`src/include/cache_params.svh`:
```
`ifndef CACHE_PARAMS_SVH
`define CACHE_PARAMS_SVH

//////////////////////////////////////////////////
// Base cache geometry
//////////////////////////////////////////////////

// Address and data width of the core
`define CACHE_XLEN 32

// Total capacity in bytes
`define CACHE_SIZE 64

// Associativity, two ways
`define CACHE_WAYS 2

//////////////////////////////////////////////////
// Derived values
//////////////////////////////////////////////////

// One word per block
`define CACHE_BLK_BYTES (`CACHE_XLEN / 8)

// Sets per way, 64 / (4 * 2) = 8
`define CACHE_SETS (`CACHE_SIZE / (`CACHE_BLK_BYTES * `CACHE_WAYS))

// Byte offset inside a block
`define CACHE_OFFS_BITS ($clog2(`CACHE_BLK_BYTES))

// Set index, sits right above the offset
`define CACHE_IDX_BITS ($clog2(`CACHE_SETS))

// Remaining upper address bits
`define CACHE_TAG_BITS (`CACHE_XLEN - `CACHE_IDX_BITS - `CACHE_OFFS_BITS)

// Way number width
`define CACHE_WAY_BITS ($clog2(`CACHE_WAYS))

`endif

```
`src/design/cache_pkg.sv`:
```
`default_nettype none

package cache_pkg;

`include "cache_params.svh"

  // Basic field types
  typedef logic [`CACHE_XLEN-1:0]      cache_word_t;
  typedef logic [`CACHE_TAG_BITS-1:0]  cache_tag_t;
  typedef logic [`CACHE_IDX_BITS-1:0]  cache_idx_t;
  typedef logic [`CACHE_OFFS_BITS-1:0] cache_offs_t;
  typedef logic [`CACHE_WAY_BITS-1:0]  cache_way_t;

  // Carried with the request, not decoded here
  typedef logic [2:0] cache_size_t;
  typedef logic [2:0] cache_prot_t;

  // Address split, tag on top, byte offset at the bottom
  typedef struct packed {
    cache_tag_t  tag;
    cache_idx_t  idx;
    cache_offs_t offs;
  } cache_adr_fields_t;

  // Same address word, seen raw or as fields
  typedef union packed {
    cache_word_t       raw;
    cache_adr_fields_t f;
  } cache_adr_u;

  // Core request, valid is the strobe
  typedef struct packed {
    logic        valid;
    logic        we;
    cache_adr_u  adr;
    cache_word_t data;
    cache_size_t size;
    cache_prot_t prot;
    logic        lock;
    logic        cacheable;
    logic        misaligned;
  } cache_req_t;

  // Response back to the core
  typedef struct packed {
    logic        ack;
    logic        miss;
    cache_word_t rdata;
    logic        cacheable;
    logic        misaligned;
  } cache_rsp_t;

  // Read-out of one way at one set
  typedef struct packed {
    logic        valid;
    cache_tag_t  tag;
    cache_word_t data;
  } cache_line_t;

endpackage

`default_nettype wire

```
`src/design/cache_core.sv`:
```
`timescale 1ns/1ps
`default_nettype none

`include "cache_params.svh"

module cache_core
  import cache_pkg::*;
(
  input  logic        clk_i,
  input  logic        rst_ni,
  input  logic        stall_i,
  input  logic        flush_i,
  input  cache_req_t  req_i,
  input  logic        fill_i,
  input  cache_adr_u  fill_adr_i,
  input  cache_word_t fill_data_i,
  output cache_rsp_t  rsp_o
);

  // Setup stage outputs
  cache_req_t stage_req;
  cache_idx_t idx;
  cache_tag_t core_tag;

  // Memory read-out of each way
  cache_line_t [`CACHE_WAYS-1:0] lines;

  // Write-hit and LRU update from the hit stage
  logic        wr_en;
  cache_way_t  wr_way;
  cache_idx_t  wr_idx;
  cache_word_t wr_data;
  logic        touch_en;
  cache_way_t  touch_way;

  //////////////////////////////////////////////////
  // Address setup
  //////////////////////////////////////////////////

  cache_setup u_setup (
    .clk_i      (clk_i),
    .rst_ni     (rst_ni),
    .stall_i    (stall_i),
    .flush_i    (flush_i),
    .req_i      (req_i),
    .req_o      (stage_req),
    .idx_o      (idx),
    .core_tag_o (core_tag)
  );

  // Tag, valid, LRU and data arrays
  cache_memory u_memory (
    .clk_i       (clk_i),
    .rst_ni      (rst_ni),
    .stall_i     (stall_i),
    .idx_i       (idx),
    .lines_o     (lines),
    .lru_way_o   (),
    .fill_i      (fill_i),
    .fill_adr_i  (fill_adr_i),
    .fill_data_i (fill_data_i),
    .wr_en_i     (wr_en),
    .wr_way_i    (wr_way),
    .wr_idx_i    (wr_idx),
    .wr_data_i   (wr_data),
    .touch_en_i  (touch_en),
    .touch_way_i (touch_way)
  );

  // Compare, respond, update
  cache_hit u_hit (
    .clk_i       (clk_i),
    .rst_ni      (rst_ni),
    .stall_i     (stall_i),
    .req_i       (stage_req),
    .core_tag_i  (core_tag),
    .lines_i     (lines),
    .rsp_o       (rsp_o),
    .wr_en_o     (wr_en),
    .wr_way_o    (wr_way),
    .wr_idx_o    (wr_idx),
    .wr_data_o   (wr_data),
    .touch_en_o  (touch_en),
    .touch_way_o (touch_way)
  );

endmodule

`default_nettype wire

```
`src/design/cache_hit.sv`:
```
`timescale 1ns/1ps
`default_nettype none

`include "cache_params.svh"

module cache_hit
  import cache_pkg::*;
(
  input  logic                           clk_i,
  input  logic                           rst_ni,
  input  logic                           stall_i,
  input  cache_req_t                     req_i,
  input  cache_tag_t                     core_tag_i,
  input  cache_line_t [`CACHE_WAYS-1:0]  lines_i,
  output cache_rsp_t                     rsp_o,
  output logic                           wr_en_o,
  output cache_way_t                     wr_way_o,
  output cache_idx_t                     wr_idx_o,
  output cache_word_t                    wr_data_o,
  output logic                           touch_en_o,
  output cache_way_t                     touch_way_o
);

  logic [`CACHE_WAYS-1:0] way_hit;
  logic                   hit;
  logic                   advance;
  cache_way_t             hit_way;
  cache_word_t            hit_data;

  logic        ack_q;
  logic        miss_q;
  cache_word_t rdata_q;
  logic        cacheable_q;
  logic        misaligned_q;

  //////////////////////////////////////////////////
  // Tag compare and way select
  //////////////////////////////////////////////////

  // Walk down so the lowest matching way is picked
  always_comb
  begin
    way_hit  = '0;
    hit_way  = '0;
    hit_data = '0;
    for (int w = `CACHE_WAYS - 1; w >= 0; w--)
    begin
      way_hit[w] = lines_i[w].valid && (lines_i[w].tag == core_tag_i);
      if (way_hit[w])
      begin
        hit_way  = cache_way_t'(w);
        hit_data = lines_i[w].data;
      end
    end
  end

  assign hit = |way_hit;

  // Stage moves only without stall
  assign advance = req_i.valid && !stall_i;

  // Write hit, full word into the matching way
  assign wr_en_o   = advance && req_i.we && hit;
  assign wr_way_o  = hit_way;
  assign wr_idx_o  = req_i.adr.f.idx;
  assign wr_data_o = req_i.data;

  // Any hit pushes the other way to victim
  assign touch_en_o  = advance && hit;
  assign touch_way_o = hit_way;

  //////////////////////////////////////////////////
  // Response register
  //////////////////////////////////////////////////

  // Strobes last one cycle, stall drops them
  always_ff @(posedge clk_i or negedge rst_ni)
  begin
    if (!rst_ni)
    begin
      ack_q  <= 1'b0;
      miss_q <= 1'b0;
    end
    else if (stall_i)
    begin
      ack_q  <= 1'b0;
      miss_q <= 1'b0;
    end
    else
    begin
      ack_q  <= req_i.valid && hit;
      miss_q <= req_i.valid && !hit;
    end
  end

  // Read word and returned flags
  always_ff @(posedge clk_i)
  begin
    if (!stall_i)
    begin
      rdata_q      <= hit_data;
      cacheable_q  <= req_i.cacheable;
      misaligned_q <= req_i.misaligned;
    end
  end

  always_comb
  begin
    rsp_o.ack        = ack_q;
    rsp_o.miss       = miss_q;
    rsp_o.rdata      = rdata_q;
    rsp_o.cacheable  = cacheable_q;
    rsp_o.misaligned = misaligned_q;
  end

endmodule

`default_nettype wire

```
`src/design/cache_memory.sv`:
```
`timescale 1ns/1ps
`default_nettype none

`include "cache_params.svh"

module cache_memory
  import cache_pkg::*;
(
  input  logic                           clk_i,
  input  logic                           rst_ni,
  input  logic                           stall_i,
  input  cache_idx_t                     idx_i,
  output cache_line_t [`CACHE_WAYS-1:0]  lines_o,
  output cache_way_t                     lru_way_o,
  input  logic                           fill_i,
  input  cache_adr_u                     fill_adr_i,
  input  cache_word_t                    fill_data_i,
  input  logic                           wr_en_i,
  input  cache_way_t                     wr_way_i,
  input  cache_idx_t                     wr_idx_i,
  input  cache_word_t                    wr_data_i,
  input  logic                           touch_en_i,
  input  cache_way_t                     touch_way_i
);

  // Storage arrays
  cache_tag_t  tag_mem  [`CACHE_WAYS][`CACHE_SETS];
  cache_word_t data_mem [`CACHE_WAYS][`CACHE_SETS];
  logic       [`CACHE_WAYS-1:0][`CACHE_SETS-1:0] valid_q;
  // One LRU entry per set, names the victim way
  cache_way_t [`CACHE_SETS-1:0]                  lru_q;

  cache_idx_t idx_q;
  cache_idx_t fill_idx;
  cache_way_t fill_way;

  //////////////////////////////////////////////////
  // Read side
  //////////////////////////////////////////////////

  // Registered index, held while stalled
  always_ff @(posedge clk_i)
  begin
    if (!stall_i)
      idx_q <= idx_i;
  end

  // All ways read at the registered index
  always_comb
  begin
    for (int w = 0; w < `CACHE_WAYS; w++)
    begin
      lines_o[w].valid = valid_q[w][idx_q];
      lines_o[w].tag   = tag_mem[w][idx_q];
      lines_o[w].data  = data_mem[w][idx_q];
    end
  end

  assign lru_way_o = lru_q[idx_q];

  //////////////////////////////////////////////////
  // Write side
  //////////////////////////////////////////////////

  // Fill always lands in the victim way of its set
  assign fill_idx = fill_adr_i.f.idx;
  assign fill_way = lru_q[fill_idx];

  // Tag and data words
  always_ff @(posedge clk_i)
  begin
    if (wr_en_i)
      data_mem[wr_way_i][wr_idx_i] <= wr_data_i;
    if (fill_i)
    begin
      tag_mem[fill_way][fill_idx]  <= fill_adr_i.f.tag;
      data_mem[fill_way][fill_idx] <= fill_data_i;
    end
  end

  // Valid and LRU bits
  always_ff @(posedge clk_i or negedge rst_ni)
  begin
    if (!rst_ni)
    begin
      valid_q <= '0;
      lru_q   <= '0;
    end
    else
    begin
      // Two ways, so the other way becomes the victim
      if (touch_en_i)
        lru_q[wr_idx_i] <= ~touch_way_i;
      if (fill_i)
      begin
        valid_q[fill_way][fill_idx] <= 1'b1;
        lru_q[fill_idx]             <= ~fill_way;
      end
    end
  end

endmodule

`default_nettype wire

```
`src/design/cache_setup.sv`:
```
`timescale 1ns/1ps
`default_nettype none

module cache_setup
  import cache_pkg::*;
(
  input  logic       clk_i,
  input  logic       rst_ni,
  input  logic       stall_i,
  input  logic       flush_i,
  input  cache_req_t req_i,
  output cache_req_t req_o,
  output cache_idx_t idx_o,
  output cache_tag_t core_tag_o
);

  logic       valid_q;
  logic       flush_dly_q;
  cache_req_t req_q;
  cache_idx_t adr_idx;
  cache_idx_t adr_idx_dly_q;

  //////////////////////////////////////////////////
  // Request register
  //////////////////////////////////////////////////

  // Valid bit, flush wins over a new request
  always_ff @(posedge clk_i or negedge rst_ni)
  begin
    if (!rst_ni)
    begin
      valid_q     <= 1'b0;
      flush_dly_q <= 1'b0;
    end
    else
    begin
      flush_dly_q <= flush_i;
      if (flush_i)
        valid_q <= 1'b0;
      else if (!stall_i)
        valid_q <= req_i.valid;
    end
  end

  // Payload follows the request, frozen while stalled
  always_ff @(posedge clk_i)
  begin
    if (!stall_i)
    begin
      req_q      <= req_i;
      // No MMU, tag taken from the virtual address
      core_tag_o <= req_i.adr.f.tag;
    end
  end

  // Hand on payload with the flushable valid bit
  always_comb
  begin
    req_o       = req_q;
    req_o.valid = valid_q;
  end

  //////////////////////////////////////////////////
  // Set index for the memories
  //////////////////////////////////////////////////

  assign adr_idx = req_i.adr.f.idx;

  // Index of the request now sitting in this stage
  always_ff @(posedge clk_i)
  begin
    if (!stall_i || flush_dly_q)
      adr_idx_dly_q <= adr_idx;
  end

  // Memories register this themselves
  // Stalled: repeat the held index, except right after a flush
  assign idx_o = (stall_i && !flush_dly_q) ? adr_idx_dly_q : adr_idx;

endmodule

`default_nettype wire

```
`config.mk`:
```
export PLATFORM = sky130hd
export DESIGN_NAME = cache_core
export DESIGN_NICKNAME = d
export VERILOG_FILES = /design/src/design/cache_pkg.sv /design/src/design/cache_core.sv /design/src/design/cache_hit.sv /design/src/design/cache_memory.sv /design/src/design/cache_setup.sv
export VERILOG_INCLUDE_DIRS = /design/src /design/src/include
export SDC_FILE = /design/constraint.sdc
export NUM_CORES = 1
export LEC_CHECK = 0
export ABC_AREA = 1
export BUFFER_PORTS_ARGS = -buffer_cell sky130_fd_sc_hd__buf_4
export CAP_MARGIN = 20
export CORE_ASPECT_RATIO = 1.4
export CORE_UTILIZATION = 48
export DETAILED_ROUTE_END_ITERATION = 8
export PLACE_DENSITY = 0.63
export SYNTH_ARGS = -nofsm -noshare
export SYNTH_HDL_FRONTEND = slang
export SYNTH_HIERARCHICAL = 1
export SYNTH_SLANG_ARGS = --single-unit
```
`constraint.sdc`:
```
create_clock -name clk_i -period 7.4 [get_ports clk_i]
set_clock_uncertainty 0.1 [all_clocks]
set_input_delay 0.74 -clock clk_i [delete_from_list [all_inputs] [get_ports clk_i]]
set_output_delay 0.74 -clock clk_i [all_outputs]
set_load 0.05 [all_outputs]
```
==> results of run 1 <==
[flip-flops by register name, summed over array words and instances (netlist names), 3 cells and up]
| name | flops |
|---|---|
| u_memory/valid_q | 16 |
| u_setup/adr_idx_dly_q | 3 |
| u_memory/lru_q | 8 |
| u_setup/core_tag_o | 27 |
| u_memory/idx_q | 3 |
| u_memory/tag_mem | 432 |
| u_hit/rdata_q | 32 |
| u_memory/data_mem | 512 |
| u_setup/req_o | 38 |
[final timing paths]
path | slack [ns] | endpoint | start | cells after the start
setup reg to reg | 1.36 | u_memory/data_mem[0][25] | u_memory/idx_q[1] | 21
min in group asynchronous | 0.39 | u_hit/miss_q | rst_ni | 2
hold reg to reg | 0.32 | u_hit/misaligned_q | u_setup/req_o[0] | 0
setup / recovery | 1.36 | u_memory/data_mem[0][25] | u_memory/idx_q[1] | 21
hold / removal | 0.06 | u_setup/flush_dly_q | flush_i | 1
max in group asynchronous | 6.47 | u_memory/valid_q[4] | rst_ni | 2
[critical path: stages, from the launching register on]
cell and delay [ns]:
edfxtp_1 0.49, inv_6 0.66, buf_4 0.45, o21ai_0 0.16, o22ai_1 0.15, nand2_1 0.09
nand2_1 0.18, inv_1 0.06, nand2_1 0.06, nand2_1 0.06, inv_1 0.04, nand2_1 0.05
nor2_1 0.10, nand2_1 0.06, nor2_1 0.12, nand2_2 0.51, nand2_1 0.28, nand2_1 0.12
nor2_1 0.52, nand4_1 0.33, o21ai_4 0.67, buf_12 0.30
[layer usage]
metal | wire [microns] | up-vias | track usage, %
met2 | 79900 | 1962 | 50.4
met1 | 58700 | 18900 | 36.0
li1 | - | 17700 | -
met3 | 13000 | 421 | 3.74
met4 | 7930 | 4 | 14.9
met5 | 26 | - | 0
[report_power, final]
group / internal (mW) / switching (mW) / leakage (nW)
combinational: 0.418 / 1.15 / 10.3
clock: 3.30 / 2.39 / 1.75
sequential: 6.89 / 0.123 / 9.87
total: 10.6 / 3.66 / 21.9
[metrics by stage]
step	area (sq um)	cells	setup slack (ns)	total power [mW]	util (%)
finish	56200	6578	1.36	14.3	53.2
global route	56200	6578	1.03	14.7	53.2
CTS	56200	6578	1.47	14.3	53.2
detailed placement	52500	6379	1.48	8.68	49.8
global placement	52500	6379	1.55	8.65	49.8
floorplan	51000	5299	1.86	8.22	-
[repair_timing]
item / 4_1_cts / 5_1_grt
endpoints found under the hold margin: 28 / 0
hold buffers: 1 / 0
resized for setup: 0 / 0
endpoints found under the setup margin: 0 / 0
[cell type report]
cell class	instances	area (sq um)	area share [%]
clock buffers	127	2770	4.94
multi-input cells	3532	15900	28.3
clock inverters	71	851	1.52
repair buffers	253	2110	3.77
well taps	1358	1700	3.03
inverters	160	622	1.11
flip-flops and latches	1077	32200	57.3
==> run summary, run 1 <==
number of core rows: 141
WS Path Type: register to register
mapped cell area: 51000 sq um
starting density of the core: 48.3%
unrepaired setup endpoints after global routing: false
peak supply drop: 0.217 mV
number of nets with antenna violations after routing: 0
worst min-delay path class: input pin to register
die width: 277 microns
Mapped Cells: 5299
Vias: 38900
CP Data Arrival Time: 6.35 ns
Routed WL: 160000 microns
WL/cell: 24.3 microns
clock-pin slew on the worst setup and hold paths: 0.06 ns
final setup fails: 0
Slew @ Worst Pin: 1.20 ns
antenna diode count: 0
Pre-antenna DRT Iters: 6
gpl congestion: 0.854
CTS tree: yes
Layout area overhead: 10.1%
setup TNS: 0 ns
crit path time final: 6.04 ns
I/O pin cnt: 180
largest net degree at the start of global routing: 211
Fmax: 0.165 GHz
CTS root buffer: clkbuf_16
PortBufs: 168
Overall Global Routing Usage: 29.3%
Die Span Y: 388 microns
yosys warns: 6
clk_lat worst skew: 0.73 ns
Num CTS Buffers: 106
most common cell after layout, fill and taps aside: nand2_1
DRC Markers: 0
antenna violations before repair: 3
Post-Syn Nets: 5443
share of cells above drive strength 1: 9.73%
leakage power: 21.9 nW
core area: 105000 sq um
CP Capture Type: register
syn_area_per_cell: 9.62 sq um
DPL Wire Length: 83600 microns
most frequent cells in the layout: nand2_1, edfxtp_1, nand3_1
Final nets: 5274
Setup Buffers After CTS: 0
vias in the first global route: 37200
Setup crit start kind: register
die area: 108000 sq um
fin crit share: 81.7%
GRT Residual Overflow: 0
Bufs on Longest Clock Path: 3
status: finished, final reports clean
Worst Path Required: 7.71 ns
first-pass GRT wire length: 235000 microns
Min Hold Slack: 0.0571 ns
Final Max Tran Viols: 0
CTS sink count: 1077
Vias/cell: 5.91
# H-tree levels: 3
Hold Violations, Final: 0
Pwr Density: 254 nW/um^2
critical-path maximum fanout: 106
fillers: 9168
slew margin rel.: 19.8%
MaxCap Viol Count: 0
DR iter-0 viols: 4417
Power figures use the tool's default switching activity.
==> run 2, diff against run 1 <==
==> constraint.sdc (replaced) <==
create_clock -name clk_i -period 6 [get_ports clk_i]
set_clock_uncertainty 0.1 [all_clocks]
set_input_delay 0.6 -clock clk_i [delete_from_list [all_inputs] [get_ports clk_i]]
set_output_delay 0.6 -clock clk_i [all_outputs]
set_load 0.05 [all_outputs]
==> run 2 against run 1 <==
  * First-iteration DRC count down 9.0%
  * Largest power group unchanged
  * Largest cell class unchanged
  * Wire length up 0.89%
  * Clock-buffer cell count up 5
==> run summary, run 2 (same netlist as run 1, synthesis figures left out) <==
DR iter-0 viols: 4019
CTS resizes: 0
max FFs per register: 512
unrepaired setup endpoints after global routing: false
Worst Path Required: 6.24 ns
Overall Global Routing Usage: 29.5%
area occupied by multi-input gates: 15900 sq um
vias in the first global route: 37600
Setup crit start kind: register
final setup fails: 0
CTS sink count: 1077
CTS root buffer: clkbuf_16
die area: 108000 sq um
CP Capture Type: register
WL/cell: 24.1 microns
setup TNS: 0 ns
crit path time final: 5.26 ns
most frequent cells in the layout: nand2_1, edfxtp_1, nand3_1
gpl congestion: 0.909
peak supply drop: 0.228 mV
share of cells above drive strength 1: 10.1%
WS Path Type: register to register
clk_lat worst skew: 0.73 ns
status: finished, final reports clean
leakage power: 22.2 nW
I/O pin cnt: 180
placed cells: 6406
core area: 105000 sq um
antenna violations before repair: 3
slew margin rel.: 21.0%
DRC Markers: 0
first-pass GRT wire length: 237000 microns
fillers: 9231
critical-path maximum fanout: 86
Most flops, register: u_memory/data_mem
GRT Residual Overflow: 0
Pre-antenna DRT Iters: 7
Layout area overhead: 11.4%
Fmax: 0.190 GHz
Slew @ Worst Pin: 1.18 ns
MaxCap Viol Count: 0
CP Data Arrival Time: 5.50 ns
Final Max Tran Viols: 0
dpl ws: 0.868 ns
CTS tree: yes
die width: 277 microns
Vias: 39400
Num CTS Buffers: 106
starting density of the core: 48.3%
Hold Violations, Final: 0
most common cell after layout, fill and taps aside: nand2_1
Non-Filler Instances: 6670
Final nets: 5367
PortBufs: 168
number of core rows: 141
r2r setup slk: 0.74 ns
worst min-delay path class: input pin to register
clock-pin slew on the worst setup and hold paths: 0.06 ns
DPL Wire Length: 87400 microns
flip-flop and latch area: 32200 sq um
antenna diode count: 0
# H-tree levels: 3
Pwr Density: 307 nW/um^2
Die Span Y: 388 microns
Bufs on Longest Clock Path: 3
Vias/cell: 5.91
fin worst setup slack: 0.736 ns
number of nets with antenna violations after routing: 0
fin crit share: 87.7%
largest net degree at the start of global routing: 175
Routed WL: 161000 microns
## run 2: cell count changes in the layout (fill, tap and decap cells not counted), sizes merged
cell / change
bufinv: -5
clkinv: -3
buf: +27
dlygate4sd3: +66
clkbuf: +5
clkinvlp: -3
inv: +5
## run 2: repair_timing
| item | 4_1_cts | 5_1_grt |
|---|---|---|
| hold buffers | 67 | 0 |
| hold endpoints to repair | 95 | 0 |
| buffers inserted | 0 | 0 |
## run 2: cell type report
class	instances	share of cell area, %
Inverter	160	1.09
Multi-Input combinational cell	3532	28.0
Clock buffer	132	4.91
Tap cell	1358	2.99
Clock inverter	65	1.25
Sequential cell	1077	56.7
Timing Repair Buffer	346	5.11
## run 2: metrics by stage
stage	total power, mW	utilization (%)	hold WS (ns)	cell area [sq um]
final	17.5	53.9	0.0383	56800
after global routing	18.0	53.9	0.0360	56800
after CTS	17.5	53.9	0.00416	56800
after detailed placement	10.7	49.9	0.305	52600
after global placement	10.7	49.9	0.301	52600
after floorplan	10.1	-	0.204	51000
## run 2: worst max-delay path: stages (launching register included)
cell	delay, ns
edfxtp_1	0.50
buf_12	0.33
buf_4	0.58
o21ai_0	0.18
o22ai_1	0.17
nand2_1	0.07
nand2_1	0.24
inv_1	0.07
nand2_1	0.06
nand2_1	0.05
nor2_1	0.16
inv_1	0.06
nor2_1	0.09
nand2_1	0.06
nor2_1	0.08
nand2_1	0.14
nand2_1	0.12
nand2_1	0.09
nor2_1	0.52
nand2_1	0.31
o21ai_4	0.25
buf_4	0.56
## run 2: path summary, 6_finish.rpt
check                                        from                  endpoint  cells past startpoint
worst max-delay path            u_memory/idx_q[0]  u_memory/data_mem[0][32]                     21
worst min-delay path                    req_i[74]           u_setup/valid_q                      3
worst max register to register  u_memory/idx_q[0]  u_memory/data_mem[0][32]                     21
worst min register to register   u_setup/req_o[0]        u_hit/misaligned_q                      0
max in group asynchronous                  rst_ni         u_memory/lru_q[1]                      2
min in group asynchronous                  rst_ni              u_hit/miss_q                      2
## run 2: power breakdown
| group | switching, mW | internal [mW] | leakage (nW) | total (mW) |
|---|---|---|---|---|
| combinational | 1.44 | 0.552 | 10.7 | 1.99 |
| clock | 2.96 | 3.87 | 1.71 | 6.83 |
| sequential | 0.157 | 8.50 | 9.87 | 8.65 |
## run 2: routing by layer
metal / up-vias / GRT usage, % / wire length, microns
met1: 19000 / 35.9 / 58500
met3: 468 / 4.42 / 14000
met5: - / 0 / 13
li1: 17800 / - / -
met2: 2140 / 50.3 / 79700
met4: 2 / 16.1 / 8730
